`src/logic/mips_pkg.sv`:
```
`default_nettype none

package mips_pkg;

    localparam int XLEN  = 32;
    localparam int REG_W = 5;

    // ALU operation seen by the datapath
    typedef enum logic [2:0]
    {
        ALU_ADD = 3'd0,
        ALU_SUB = 3'd1,
        ALU_AND = 3'd2,
        ALU_OR  = 3'd3,
        ALU_SLT = 3'd4
    } alu_op_e;

    // Decode-stage ALU class, classic ALUOp encoding
    typedef enum logic [1:0]
    {
        ALUC_MEM    = 2'b00,
        ALUC_BRANCH = 2'b01,
        ALUC_RTYPE  = 2'b10
    } alu_ctl_e;

    localparam logic [5:0] FUNCT_ADD = 6'h20;
    localparam logic [5:0] FUNCT_SUB = 6'h22;
    localparam logic [5:0] FUNCT_AND = 6'h24;
    localparam logic [5:0] FUNCT_OR  = 6'h25;
    localparam logic [5:0] FUNCT_SLT = 6'h2A;

    typedef struct packed
    {
        alu_ctl_e alu_ctl;
        logic     alu_src;
        logic     reg_dst;
    } ex_ctl_t;

    typedef struct packed
    {
        logic branch;
        logic mem_write;
        logic mem_read;
    } m_ctl_t;

    typedef struct packed
    {
        logic mem_to_reg;
        logic reg_write;
    } wb_ctl_t;

    typedef struct packed
    {
        logic [XLEN-1:0]  pc4;
        logic [XLEN-1:0]  instr;
        logic [XLEN-1:0]  rs_data;
        logic [XLEN-1:0]  rt_data;
        logic [XLEN-1:0]  imm;
        logic [REG_W-1:0] rt;
        logic [REG_W-1:0] rd;
        ex_ctl_t          ex;
        m_ctl_t           m;
        wb_ctl_t          wb;
    } id_ex_t;

    typedef struct packed
    {
        logic             valid;
        logic [XLEN-1:0]  pc_branch;
        logic             zero;
        logic [XLEN-1:0]  alu;
        logic [XLEN-1:0]  store_data;
        logic [REG_W-1:0] dest;
        m_ctl_t           m;
        wb_ctl_t          wb;
    } ex_mem_t;

    typedef struct packed
    {
        logic             valid;
        logic [XLEN-1:0]  read_data;
        logic [XLEN-1:0]  alu;
        logic [REG_W-1:0] dest;
        wb_ctl_t          wb;
    } mem_wb_t;

    // Request toward the register file
    typedef struct packed
    {
        logic             valid;
        logic             reg_write;
        logic [REG_W-1:0] dest;
        logic [XLEN-1:0]  data;
    } wb_req_t;

endpackage

`default_nettype wire

```
`src/logic/mips_alu.sv`:
```
`default_nettype none

module mips_alu
    import mips_pkg::*;
(
    input  alu_op_e         i_op,
    input  logic [XLEN-1:0] i_a,
    input  logic [XLEN-1:0] i_b,
    output logic [XLEN-1:0] o_result,
    output logic            o_zero
);

    always_comb
    begin
        case (i_op)
            ALU_ADD:
            begin
                o_result = i_a + i_b;
            end
            ALU_SUB:
            begin
                o_result = i_a - i_b;
            end
            ALU_AND:
            begin
                o_result = i_a & i_b;
            end
            ALU_OR:
            begin
                o_result = i_a | i_b;
            end
            ALU_SLT:
            begin
                // Signed compare, result is 1 or 0
                o_result = ($signed(i_a) < $signed(i_b)) ? XLEN'(1) : '0;
            end
            default:
            begin
                o_result = i_a + i_b;
            end
        endcase
    end

    // beq relies on this after a subtract
    assign o_zero = (o_result == '0);

endmodule

`default_nettype wire

```
`src/logic/execute_stage.sv`:
```
`default_nettype none

module execute_stage
    import mips_pkg::*;
(
    input  logic    i_valid,
    input  id_ex_t  i_id_ex,
    output ex_mem_t o_ex_mem
);

    alu_op_e         alu_op;
    logic [5:0]      funct;
    logic [XLEN-1:0] operand_b;
    logic [XLEN-1:0] alu_result;
    logic            alu_zero;

    assign funct = i_id_ex.instr[5:0];

    // ALU control from the decode class and the funct field
    always_comb
    begin
        case (i_id_ex.ex.alu_ctl)
            ALUC_MEM:    alu_op = ALU_ADD;
            ALUC_BRANCH: alu_op = ALU_SUB;
            ALUC_RTYPE:
            begin
                case (funct)
                    FUNCT_ADD: alu_op = ALU_ADD;
                    FUNCT_SUB: alu_op = ALU_SUB;
                    FUNCT_AND: alu_op = ALU_AND;
                    FUNCT_OR:  alu_op = ALU_OR;
                    FUNCT_SLT: alu_op = ALU_SLT;
                    default:   alu_op = ALU_ADD;
                endcase
            end
            default:     alu_op = ALU_ADD;
        endcase
    end

    assign operand_b = i_id_ex.ex.alu_src ? i_id_ex.imm : i_id_ex.rt_data;

    mips_alu u_alu
    (
        .i_op     (alu_op),
        .i_a      (i_id_ex.rs_data),
        .i_b      (operand_b),
        .o_result (alu_result),
        .o_zero   (alu_zero)
    );

    always_comb
    begin
        o_ex_mem.valid      = i_valid;
        // Word offset from PC+4
        o_ex_mem.pc_branch  = i_id_ex.pc4 + {i_id_ex.imm[XLEN-3:0], 2'b00};
        o_ex_mem.zero       = alu_zero;
        o_ex_mem.alu        = alu_result;
        o_ex_mem.store_data = i_id_ex.rt_data;
        o_ex_mem.dest       = i_id_ex.ex.reg_dst ? i_id_ex.rd : i_id_ex.rt;
        o_ex_mem.m          = i_id_ex.m;
        o_ex_mem.wb         = i_id_ex.wb;
    end

endmodule

`default_nettype wire

```
`config.mk`:
```
export PLATFORM = sky130hd
export DESIGN_NAME = execute_stage
export DESIGN_NICKNAME = d
export VERILOG_FILES = /design/src/logic/mips_pkg.sv /design/src/logic/mips_alu.sv /design/src/logic/execute_stage.sv
export SDC_FILE = /design/constraint.sdc
export NUM_CORES = 1
export LEC_CHECK = 0
export BUFFER_PORTS_ARGS = -buffer_cell sky130_fd_sc_hd__buf_2
export CAP_MARGIN = 20
export CORE_ASPECT_RATIO = 2
export CORE_MARGIN = 10
export CORE_UTILIZATION = 52
export DETAILED_ROUTE_END_ITERATION = 12
export GPL_TIMING_DRIVEN = 1
export PLACE_DENSITY = 0.87
export SYNTH_ARGS = -nofsm -noshare
export SYNTH_HDL_FRONTEND = slang
export SYNTH_SLANG_ARGS = --single-unit
```
`constraint.sdc`:
```
create_clock -name vclk -period 15.33
set_input_delay 4.599 -clock vclk [all_inputs]
set_output_delay 4.599 -clock vclk [all_outputs]
set_load 0.05 [all_outputs]
```
Word level (Yosys, flattened, before mapping)
Index checks and enable logic that the tools add are counted.

word-level totals
  flip-flop bits (word level) = 0
  word-level logic and storage cells = 23
  bits of input ports = 180

cells by class
  mux-type cells = 6
  equal/unequal tests = 10
  order comparisons = 1
  bitwise gates (word level) = 2
  add/sub/neg operators = 3
  reductions and logical operators = 1

operators by type and width
  operator            count
  $pmux 32 s4         1
  $add 32x32->32      2
  $and 32x32->32      1
  $logic_not 32->1    1
  $lt 32x32->1        1
  $mux 32             1
  $or 32x32->32       1
  $sub 32x32->32      1
  $eq 6x6->1 const B  4
  $pmux 3 s4          1
  $eq 3x2->1 const B  2
  $pmux 3 s2          1
  $mux 5              1
  $eq 3x1->1 const B  1
  $eq 3x3->1 const B  1
  $eq 2x1->1 const B  1
  $eq 2x2->1 const B  1
  $mux 1              1

Depth between registers and ports, before layout
  word-level depth = 6
  depth in mapped cells = 20
  depth with buffers taken out = 17

By module
A second synthesis with hierarchy kept.

unflattened totals
  cell total of the unflattened synthesis = 1145
  area total of the unflattened synthesis = 7882.6 sq um

modules (own cells, without submodules)
  module         instances  seq. area each (sq um)  area each (sq um)  cells an instance
  mips_alu       1          0.0                     5290.1             819
  execute_stage  1          0.0                     2592.5             326

Least setup slack after synthesis
OpenSTA, ideal clock, no wires.

  path type = input to output
  start point = in i_id_ex[6] (netlist bit)
  end point = out o_ex_mem[74] (netlist bit)
  stages on the path = 16
  data required time = 10.731 ns
  arrival = 9.851 ns
  setup slack = 0.880 ns
  path through = clkbuf_1 -> buf_1 -> mux2i_1 -> ha_1 -> inv_1 -> a2111oi_2 -> a21oi_1 -> a2111oi_0 -> o21a_1 -> xnor2_1 -> o221ai_1 -> or4_1 -> or4_1 -> or4_1 -> nor4_2 -> buf_4

RTL lines
  element             line                source
  start: declaration  execute_stage.sv:7  input id_ex_t i_id_ex,
  end: declaration    execute_stage.sv:8  output ex_mem_t o_ex_mem

==> results.md <==
Floorplan:
- The I/O pin total is roughly 290.
- The die extent in y is 188.5 um.
- The die outline area is a little under 20000 um2.
- The count of standard-cell rows is 61.
- Measured along the x axis, the die boundary spans 104.2 um.
- The total area inside the core boundary comes to roughly 14000 um2.
- The initial cell density of the core is 53.13%.

Placed design:
- In this run, placement finished with an instance count of about 1400.
- OpenSTA, run right after detailed placement, puts the worst setup slack at 935.0 ps.
- The estimated wirelength of the detail-placed design is 23860 um.
- In this run the tool buffered the top-level ports with 246 buffer cells.
- The final estimated routing congestion in global placement is 0.9727.

Global route:
- The total overflow left after global routing is 0.
- The via count of the first global-routing pass is 8772.
- The aggregate global-route resource usage is 26.17%.
- Entering global routing, the biggest net connects 33 pins.
- The number of antenna violations at the first check in global routing is 3.
- The first global-routing pass estimated 43200 um of wire.

Detailed routing:
- The detailed-route wire length per cell is 19.40 um.
- The detailed router finished its first iteration with 516 violations.
- After detailed routing, the number of vias per cell comes to about 6.1.
- The number of detailed-routing iterations run before antenna repair is 7.
- The final wirelength is 27740 um.
- The count of nets left with antenna violations once routing finished came out at 0.
- The final routed DRC violation total is 0.
- Across all layers, the routed design uses 8718 vias.

Cells and area:
- Compared with the post-synthesis result, the final layout area differs by 14.87%.
- The library cells used most frequently in the layout, excluding fill and tap cells, are sky130_fd_sc_hd__buf_2, sky130_fd_sc_hd__ha_1, sky130_fd_sc_hd__inv_1, sky130_fd_sc_hd__a21oi_1, sky130_fd_sc_hd__nand2_1.
- The final sequential cell count is 0.
- The final layout contains 1562 nets.
- The final design utilization is slightly above 60%.
- The count of non-filler cells in the finished layout is approximately 1400.
- The clock tree buffer count of the final layout is 0.
- Cells with a size suffix above 1 make up 24.23% of the layout.
- Registers take 0 um2.
- The library cell used most frequently in the layout, excluding fill and tap cells, is sky130_fd_sc_hd__buf_2.

STA:
- The total setup violations reported at the end of the flow is 0.
- For the pin with the worst max-slew slack, the measured transition is 668.6 ps.
- Measured against its own limit, the worst slew margin works out to 54.15%.
- The number of pins with negative max-slew slack in the final report is 0.
- The time the final worst path needs with I/O delays and setup is 14570 ps.
- The worst path uses 95.06% of the clock period.
- The count of final hold-check violations is 0.
- Adding up every negative setup slack in the final design gives 0 ps.
- Timing would allow up to around 0.069 GHz.
- Setup repair after global routing left no endpoint under its margin.
- The worst path setup slack after routing is 757.3 ps.

Logic synthesis:
- The number of distinct library cells after synthesis is 84.
- During synthesis, Yosys emitted a total of 0 warnings.
- The per-instance average area after synthesis is 6.968 um2.
- The mapped cell area is roughly 7400 um2.
- The net count after synthesis is 1381.
- Of the synthesized area, sequential elements account for 0%.
- Counting every instance in the synthesized netlist gives 1059.

Setup path:
- STA classifies the critical path startpoint as an input port.
- The start-to-end type of the worst setup path is input port to primary output.
- Traced cell by cell, the critical path runs through buf_2 > buf_4 > mux2i_1 > inv_1 > ha_1 > a21oi_1 > nor3b_1 > o21ai_0 > a221oi_1 > o22ai_1 > nand3b_1 > or4_1 > nor4b_1 > nand4bb_1 > or4_1 > nor4_2 > buf_2.
- The first element of the critical path is i_id_ex[6].
- The cell with the largest stage delay on the worst path is sky130_fd_sc_hd__or4_1.
- The delay of the slowest critical-path stage is 590 ps.
- STA puts the critical path data arrival time at 9970 ps.
- The maximum fanout along the worst path is 17.
- The worst setup path is captured at a primary output.
- The critical path data required time is approximately 11000 ps.

Run:
- The number of max-cap violations is 0.

Worst hold path:
- The startpoint of the worst hold path is i_id_ex[1].
- The class of the tightest hold or removal check is input port to primary output.

Pwr:
- In this run the power density over the cells is about 66 nW/um2.
- In this run the static leakage power is 4.320 nW.
- The sum of internal, switching and leakage power is 0.5616 mW.
- The maximum resistive drop on vdd is approximately 0.064 mV.

Clock tree:
- The quantity of hold-fixing buffers added after cts is 0.
- After clock tree synthesis, the repair step resized 0 gates.
- The number of post-CTS setup repair buffers is 0.

Run status:
- The flow ran to the end, and the final reports show no timing, DRC or antenna violations.
[where the power goes]
group	total, mW	internal, mW	switching, mW
sequential	0	0	0
combinational	0.562	0.170	0.392
clock	0.0000000262	0.0000000262	0
[final timing paths]
| path | slack (ps) | depth (start not counted) | to |
|---|---|---|---|
| max | 760 | 17 | o_ex_mem[74] |
| min | 9200 | 0 | o_ex_mem[1] |
[cell families (layout without fill, tap and decap cells)]
family / Yosys count / in the layout / synth area share [%]
XOR/XNOR: 45 / 45 / 5.341
other: 0 / 3 / 0
multiplexers: 40 / 40 / 5.510
AO/OA/AOI/OAI: 344 / 344 / 32.05
adder cells (fa/ha/maj): 142 / 142 / 24.38
AND/OR/NAND/NOR: 300 / 300 / 20.53
buffers and inverters: 188 / 367 / 12.19
[cells in the mapped netlist, drive strengths merged, types with 20 or more instances]
master / number / share of area, %
ha: 139 / 24
inv: 108 / 5.5
a21oi: 95 / 6.5
nand2: 80 / 4.1
nor2: 79 / 4.0
o21ai: 64 / 4.4
buf: 62 / 5.7
mux2i: 35 / 4.7
xnor2: 33 / 3.9
o211ai: 23 / 2.4
nor3: 22 / 1.5
nand3: 20 / 1.4
[per-layer routing]
layer | vias up | global-route usage, % | part of all wire [%]
met5 | - | 0 | 0
met4 | 0 | 18.95 | 7.9
met3 | 145 | 4.340 | 6.6
met2 | 450 | 50.66 | 53
met1 | 3953 | 23.63 | 33
li1 | 4170 | - | -
[cell type report]
cell class / count / area (um2)
Multi-Input combinational cell: 871 / 6496
Fill cell: 1370 / 5414
Timing Repair Buffer: 259 / 1329
Inverter: 108 / 407.9
Tap cell: 189 / 236.5
Antenna cell: 3 / 7.507
[metrics by stage]
step / hold WS [ps] / area [um2]
2_1_floorplan: 9365 / 7380
3_3_place_gp: 9198 / 8469
3_5_place_dp: 9198 / 8469
4_1_cts: 9198 / 8469
5_1_grt: 9198 / 8477
6_report: 9198 / 8477
[worst max-delay path: cells and delay by family]
kind | cells | cell delay (ps)
AO/OA/AOI/OAI | 4 | 1060
adder cells (fa/ha/maj) | 1 | 250
buffers and inverters | 4 | 990
multiplexers | 1 | 500
AND/OR/NAND/NOR | 7 | 2540
No activity file was read; power rests on OpenSTA's default activity.
