`src/logic/mips_pkg.sv`:
```
`default_nettype none

package mips_pkg;

    localparam int XLEN  = 32;
    localparam int REG_W = 5;

    // ALU operation seen by the datapath
    typedef enum logic [2:0]
    {
        ALU_ADD = 3'd0,
        ALU_SUB = 3'd1,
        ALU_AND = 3'd2,
        ALU_OR  = 3'd3,
        ALU_SLT = 3'd4
    } alu_op_e;

    // Decode-stage ALU class, classic ALUOp encoding
    typedef enum logic [1:0]
    {
        ALUC_MEM    = 2'b00,
        ALUC_BRANCH = 2'b01,
        ALUC_RTYPE  = 2'b10
    } alu_ctl_e;

    localparam logic [5:0] FUNCT_ADD = 6'h20;
    localparam logic [5:0] FUNCT_SUB = 6'h22;
    localparam logic [5:0] FUNCT_AND = 6'h24;
    localparam logic [5:0] FUNCT_OR  = 6'h25;
    localparam logic [5:0] FUNCT_SLT = 6'h2A;

    typedef struct packed
    {
        alu_ctl_e alu_ctl;
        logic     alu_src;
        logic     reg_dst;
    } ex_ctl_t;

    typedef struct packed
    {
        logic branch;
        logic mem_write;
        logic mem_read;
    } m_ctl_t;

    typedef struct packed
    {
        logic mem_to_reg;
        logic reg_write;
    } wb_ctl_t;

    typedef struct packed
    {
        logic [XLEN-1:0]  pc4;
        logic [XLEN-1:0]  instr;
        logic [XLEN-1:0]  rs_data;
        logic [XLEN-1:0]  rt_data;
        logic [XLEN-1:0]  imm;
        logic [REG_W-1:0] rt;
        logic [REG_W-1:0] rd;
        ex_ctl_t          ex;
        m_ctl_t           m;
        wb_ctl_t          wb;
    } id_ex_t;

    typedef struct packed
    {
        logic             valid;
        logic [XLEN-1:0]  pc_branch;
        logic             zero;
        logic [XLEN-1:0]  alu;
        logic [XLEN-1:0]  store_data;
        logic [REG_W-1:0] dest;
        m_ctl_t           m;
        wb_ctl_t          wb;
    } ex_mem_t;

    typedef struct packed
    {
        logic             valid;
        logic [XLEN-1:0]  read_data;
        logic [XLEN-1:0]  alu;
        logic [REG_W-1:0] dest;
        wb_ctl_t          wb;
    } mem_wb_t;

    // Request toward the register file
    typedef struct packed
    {
        logic             valid;
        logic             reg_write;
        logic [REG_W-1:0] dest;
        logic [XLEN-1:0]  data;
    } wb_req_t;

endpackage

`default_nettype wire

```
`src/logic/writeback_stage.sv`:
```
`default_nettype none

module writeback_stage
    import mips_pkg::*;
(
    input  logic    i_clk,
    input  logic    i_rst,
    input  mem_wb_t i_mem_wb,
    output wb_req_t o_wb
);

    mem_wb_t mem_wb_q;

    // MEM/WB register
    always_ff @(posedge i_clk)
    begin
        mem_wb_q <= i_mem_wb;
        if (i_rst)
        begin
            mem_wb_q.valid <= 1'b0;
            mem_wb_q.wb    <= '0;
        end
    end

    always_comb
    begin
        o_wb.valid     = mem_wb_q.valid;
        // A bubble never writes
        o_wb.reg_write = mem_wb_q.valid && mem_wb_q.wb.reg_write;
        o_wb.dest      = mem_wb_q.dest;
        o_wb.data      = mem_wb_q.wb.mem_to_reg ? mem_wb_q.read_data : mem_wb_q.alu;
    end

endmodule

`default_nettype wire

```
`config.mk`:
```
export PLATFORM = sky130hd
export DESIGN_NAME = writeback_stage
export DESIGN_NICKNAME = d
export VERILOG_FILES = /design/src/logic/mips_pkg.sv /design/src/logic/writeback_stage.sv
export SDC_FILE = /design/constraint.sdc
export NUM_CORES = 1
export LEC_CHECK = 0
export BUFFER_PORTS_ARGS = -buffer_cell sky130_fd_sc_hd__buf_2
export CORE_MARGIN = 5
export CORE_UTILIZATION = 40
export DETAILED_ROUTE_END_ITERATION = 10
export PLACE_DENSITY = 0.71
export SYNTH_ARGS = -nofsm -noshare
export SYNTH_HDL_FRONTEND = slang
export SYNTH_SLANG_ARGS = --single-unit
```
`constraint.sdc`:
```
create_clock -name i_clk -period 1.2 [get_ports i_clk]
set_input_delay 0.12 -clock i_clk [delete_from_list [all_inputs] [get_ports i_clk]]
set_output_delay 0.12 -clock i_clk [all_outputs]
set_load 0.01 [all_outputs]
```
[Word level (Yosys, flattened, before mapping)]
Cells that the tools add are included.
W data, S select, Z words.
Cells by class
  multiplexer cells: 1
  reduce and logical (&&, ||, !) cells: 1
Operator list (number)
  $mux W32: 1
  $logic_and A1 B1 Y1: 1
Storage, ports and cells
  register bits after elaboration: 72
  input port bits: 74
  output and inout bits: 39
  word-level logic and storage cells: 8

[Depth between registers and ports, before layout]
Gate-level depths: netlist of the first run.
  word-level depth: 1
  gate-level depth with buffers: 3
  mapped depth without buffers: 1

[Worst setup path before layout of the first run]
OpenSTA, ideal clock, no wires.
  path type: register to output
  start: reg mem_wb_q[1] in the netlist's numbering
  end: out o_wb[0] in the netlist's numbering
  data arrival time: 0.884 ns
  data required time: 1.080 ns
  path slack: 0.196 ns
  stages on the path, launching flop included: 4
  cell sequence: dfxtp_1 > buf_6 > buf_12 > mux2_4
RTL lines
  start: declaration: line writeback_stage.sv:12  | mem_wb_t mem_wb_q;
  start signal: assignment: line writeback_stage.sv:17  | mem_wb_q <= i_mem_wb;
  end: declaration: line writeback_stage.sv:9  | output wb_req_t o_wb

==> results of run 1 <==
per-stage QoR:
step | cell area, um2 | total power (W)
detailed placement | 2630 | 0.00306
global placement | 2630 | 0.00305
floorplan | 2060 | 0.00286
finish | 3810 | 0.00565
global route | 3810 | 0.00588
CTS | 3860 | 0.00567
per-layer routing:
| metal | share of wire [%] | wire length [um] | up-vias |
|---|---|---|---|
| met2 | 55 | 3160 | 60 |
| li1 | - | - | 756 |
| met1 | 36 | 2060 | 716 |
| met5 | 0 | 0 | - |
| met4 | 1.2 | 68 | 0 |
| met3 | 7.3 | 418 | 6 |
worst paths after layout:
path / slack (ns) / cells past startpoint / end / from
min: 0.04 / 2 / mem_wb_q[1] / i_mem_wb[1]
max: -0.25 / 3 / o_wb[5] / mem_wb_q[1]
registers in the layout (all words and copies together) (netlist names):
name,count
mem_wb_q,66
o_wb,6
report_power, final:
group	internal (W)	switching [W]
Clock	0.00149	0.000832
Combinational	0.000532	0.000236
Sequential	0.00252	0.0000401
area by class of cell:
type | instances | area [um2] | area share, %
well taps | 70 | 87.6 | 2.30
diodes | 1 | 2.50 | 0.0656
multi-input cells | 36 | 498 | 13.1
flip-flops and latches | 72 | 1450 | 37.9
clock inverters | 5 | 103 | 2.69
clock buffers | 11 | 151 | 3.97
repair buffers | 186 | 1530 | 40.0
worst max-delay path: cells and delay by family, from the launching register on:
kind,cells,cell delay [ns]
multiplexers,1,0.32
flip-flops,1,0.39
buffers and inverters,2,0.30
what timing repair did:
item	in CTS	in global routing
endpoints found under the hold margin	72	0
buffers inserted	3	0
setup endpoints to repair	32	33
hold buffers	71	0
resized for setup	36	0
gates cloned	1	0
placed cells by master, fill, tap and decap left out, types with 2 or more instances in the layout:
| master | synthesis | final |
|---|---|---|
| dfxtp_1 | 72 | 71 |
| buf_12 | 3 | 2 |
| dlygate4sd3_1 | 0 | 71 |
| buf_2 | 0 | 79 |
| mux2_4 | 30 | 30 |
| bufinv_16 | 0 | 3 |
| nor2b_1 | 3 | 3 |
| mux2_2 | 2 | 2 |
| clkbuf_8 | 0 | 11 |
| buf_6 | 1 | 33 |
synth_stat cells (all sizes together):
cell type / n
nor2b: 3
mux2: 32
and2: 1
dfxtp: 72
buf: 10
cells by family after synthesis:
kind of cell  count (synthesis)  synth area share [%]
buf+inv                      10                  5.66
mux                          32                  23.0
flops                        72                  70.1
simple gates                  4                  1.22
==> reports/metrics.csv, run 1 <==
metric,value,unit
cp_slowest_stage_delay,0.39,ns
drive_gt1_share,52.9,%
slew_headroom,89.5,%
crit_path_start_kind,flip-flop,
wirelength,5.71,mm
synth_area,0.00206,mm2
die_area,0.00667,mm2
holdCritPathClass,input port to flip-flop,
start_util,40.8,%
dp.cells,292,
path_cells,buf_6 -> mux2_4 -> buf_6,
grt_usage,18.7,%
core_area,0.00504,mm2
die_height,81.7,um
rsz0062_at_grt,true,
tightest_slew,0.157,ns
layoutNonFillerInstCount,381,
irDropWorstVdd,899,uV
drc_errors,0,
critPathArrivalTime,1.33,ns
setup_tns,-7.23,ns
clockBufferDepth,2,
violations,setup timing,
report.final.slew_viol_count,0,
busiest_layer,met2,
finalSetupViolCount,32,
cp.required,1.08,ns
avgRoutedWirePerCell,15.0,um
area_delta_synth_final,85.5,%
syn-instance-count,118,
cts_buffers,9,
fmax,691,MHz
power_density,1480,mW/mm2
antenna_found_initial,1,
setup_slack,-0.247,ns
hold_viol_final,0,
drt_first_pass_iters,4,
status,"finished, violations left",
htree_levels,3,
fillers,302,
cts_root_buffer,clkbuf_8,
synthesis.nets,192,
drv_cap,0,
vias,1538,
synth_seq_cells,72,
holdWs,0.0375,ns
yosysWarnings,0,
hpwlAfterDp,3.02,mm
gr-total-overflow,0,
ys_seq_area_share,70.1,%
cp_slowest_cell,dfxtp_4,
min_period,1.45,ns
p_leak,1.81,nW
critical_path.max_fanout,8,
grt_max_degree,15,
synth_area_leaders,"dfxtp_1, mux2_4, buf_12, buf_4, mux2_2",
synth_top_area_share,70.1,%
first_global_vias,1828,
place_worst_setup_slack,0.0369,ns
gr-usage-met2,34.7,%
nets,379,
end_kind,output port,
std_cell_rows,26,
met1_usage,18.6,%
synth_top_area_cell,dfxtp_1,
synth.distinct_cells,8,
via_per_inst,4.04,
gp_congestion,0.675,
pin_count,113,
antenna_left,0,
crit_type,flip-flop to output port,
port_buffers,112,
grt_pass1_wl,9.02,mm
fp.dieW,81.7,um
grt_use_met3,7.24,%
clkTransAtPathRegs,0.07,ns
cp_common_cell,buf_6,
clock-sinks,72,
finish.utilization,75.6,%
cts_tree,done,
syn_area_per_cell,17.4,um2
fin_crit_sh,121,%
drtIter0Drc,37,
Note: power is estimated with default switching activity, not from simulation.
==> inputs of run 2 (changes only) <==
--- a/config.mk
+++ b/config.mk
@@ -8,6 +8,7 @@
 export BUFFER_PORTS_ARGS = -buffer_cell sky130_fd_sc_hd__buf_2
 export CORE_MARGIN = 5
 export CORE_UTILIZATION = 40
+export CTS_BUF_LIST = sky130_fd_sc_hd__clkbuf_16
 export DETAILED_ROUTE_END_ITERATION = 10
 export PLACE_DENSITY = 0.71
 export SYNTH_ARGS = -nofsm -noshare
==> run 2 against run 1 <==
Net effect: the run still ends with setup timing left; hold slack got worse by 0.026 ns; clock-buffer cell count fell by 2; sequential power hardly changed; critical path type unchanged; largest cell class unchanged; largest power group is now clock.
==> reports/metrics.csv, run 2 (synthesis gave the netlist of run 1 again) <==
metric,value,unit,change
start_util,40.8,%,unchanged
fillers,297,,-1.7%
std_cell_rows,26,,unchanged
vias,1567,,+1.9%
hp-start,i_mem_wb[0],,
drv_cap,0,,unchanged
cp_slowest_cell,dfxtp_4,,
clkTransAtPathRegs,0.05,ns,-0.02 ns
end_kind,output port,,
via_per_inst,4.11,,+1.9%
antenna_found_initial,1,,unchanged
grt_pass1_wl,9.35,mm,+3.7%
irDropWorstVdd,1330,uV,+48%
rsz0062_at_grt,true,,
area_delta_synth_final,89.2,%,
largest_reg_flops,66,,unchanged
grt_max_degree,15,,unchanged
hold_viol_final,0,,unchanged
holdWs,0.0115,ns,-0.0260 ns
grt_usage,19.8,%,+1.1 points
status,"finished, violations left",,
gp_congestion,0.675,,unchanged
first_global_vias,1874,,+2.5%
min_to,mem_wb_q[0],,
clockBufferDepth,2,,unchanged
crit_family,flip-flops,,
crit_path_start_kind,flip-flop,,
antenna_left,0,,unchanged
hpwlAfterDp,3.02,mm,unchanged
final_cell_mix,"buf_2, dfxtp_1, dlygate4sd3_1, buf_6, mux2_4",,
worstSetupStartpoint,mem_wb_q[1],,
tightest_slew,0.131,ns,-0.0265 ns
drive_gt1_share,52.6,%,-0.32 points
dp.cells,292,,unchanged
die_height,81.7,um,unchanged
wirelength,5.98,mm,+4.8%
critical_path.max_fanout,14,,+6
total_power,0.00626,W,+11%
violations,setup timing,,
finalSetupViolCount,32,,unchanged
layoutNonFillerInstCount,381,,unchanged
nets,379,,unchanged
path_cells,buf_12 -> mux2_4 -> buf_6,,
hold_depth,2,,unchanged
cts_buffers,9,,unchanged
finish.utilization,77.1,%,+1.5 points
pin_count,113,,unchanged
report.final.slew_viol_count,0,,unchanged
final_common_cell,buf_2,,
setup_slack,-0.249,ns,-0.00247 ns
port_buffers,112,,unchanged
top_register,mem_wb_q,,
min_period,1.45,ns,+0.00247 ns
clock-sinks,72,,unchanged
avgRoutedWirePerCell,15.7,um,+4.8%
gr-total-overflow,0,,unchanged
fmax,690,MHz,-0.17%
cp.required,1.08,ns,about the same
fin_crit_sh,121,%,+0.21 points
drt_first_pass_iters,3,,-1
crit_type,flip-flop to output port,,
holdCritPathClass,input port to flip-flop,,
cts_root_buffer,clkbuf_16,,
slew_headroom,91.3,%,+1.8 points
htree_levels,3,,unchanged
drc_errors,0,,unchanged
cp_num_buf_inv,2,,unchanged
cts_tree,done,,
fp.dieW,81.7,um,unchanged
drtIter0Drc,27,,-27%
core_area,0.00504,mm2,unchanged
critPathArrivalTime,1.33,ns,about the same
cp_slowest_stage_delay,0.39,ns,about the same
p_leak,1.84,nW,+1.8%
die_area,0.00667,mm2,unchanged
power_density,1610,mW/mm2,+8.6%
[run 2: cell count changes in the layout (fill, tap and decap cells not counted)]
| cell | change |
|---|---|
| buf_2 | +1 |
| clkinv_1 | +2 |
| clkbuf_16 | +9 |
| clkbuf_8 | -11 |
| dlygate4sd3_1 | -1 |
[run 2: where the power goes]
group / switching (W) / internal, W / leakage (nW)
registers: 0.0000409 / 0.00252 / 0.608
logic: 0.000242 / 0.000532 / 1.07
clock network: 0.000909 / 0.00201 / 0.161
total: 0.00119 / 0.00506 / 1.84
[run 2: cell type report]
class	instances	area [um2]	share of cell area (%)
repair buffers	186	1520	39.1
multi-input cells	36	498	12.8
well taps	70	87.6	2.25
clock buffers	9	225	5.79
diodes	1	2.50	0.0644
clock inverters	7	110	2.83
flip-flops and latches	72	1450	37.2
[run 2: layer usage]
layer	wire length (um)	track usage, %
met1	2090	19.1
met2	3310	36.2
met3	427	7.79
met4	161	10.1
met5	0	0
[run 2: what timing repair did]
| item | in CTS | in global routing |
|---|---|---|
| buffers inserted | 3 | 0 |
| gates resized for setup | 35 | 0 |
| setup endpoints to repair | 32 | 32 |
| cloned | 1 | 0 |
| hold buffers | 70 | 0 |
| endpoints found under the hold margin | 72 | 0 |
| pin swaps | 0 | 0 |
[run 2: how the worst max path moves through the flow]
stage | endpoint | slack (ns) | cells past startpoint
2_1_floorplan | o_wb[0] | 0.20 | 3
3_3_place_gp | o_wb[21] | 0.06 | 3
3_5_place_dp | o_wb[16] | 0.04 | 3
4_1_cts | o_wb[0] | -0.30 | 4
5_1_grt | o_wb[28] | -0.29 | 3
6_report | o_wb[28] | -0.25 | 3
[run 2: per-stage QoR]
stage	area [um2]	worst slack, ns	setup TNS [ns]
4_1_cts	3930	-0.296	-8.45
3_3_place_gp	2630	0.0619	0
2_1_floorplan	2060	0.196	0
6_report	3890	-0.249	-7.12
5_1_grt	3890	-0.290	-8.56
3_5_place_dp	2630	0.0369	0
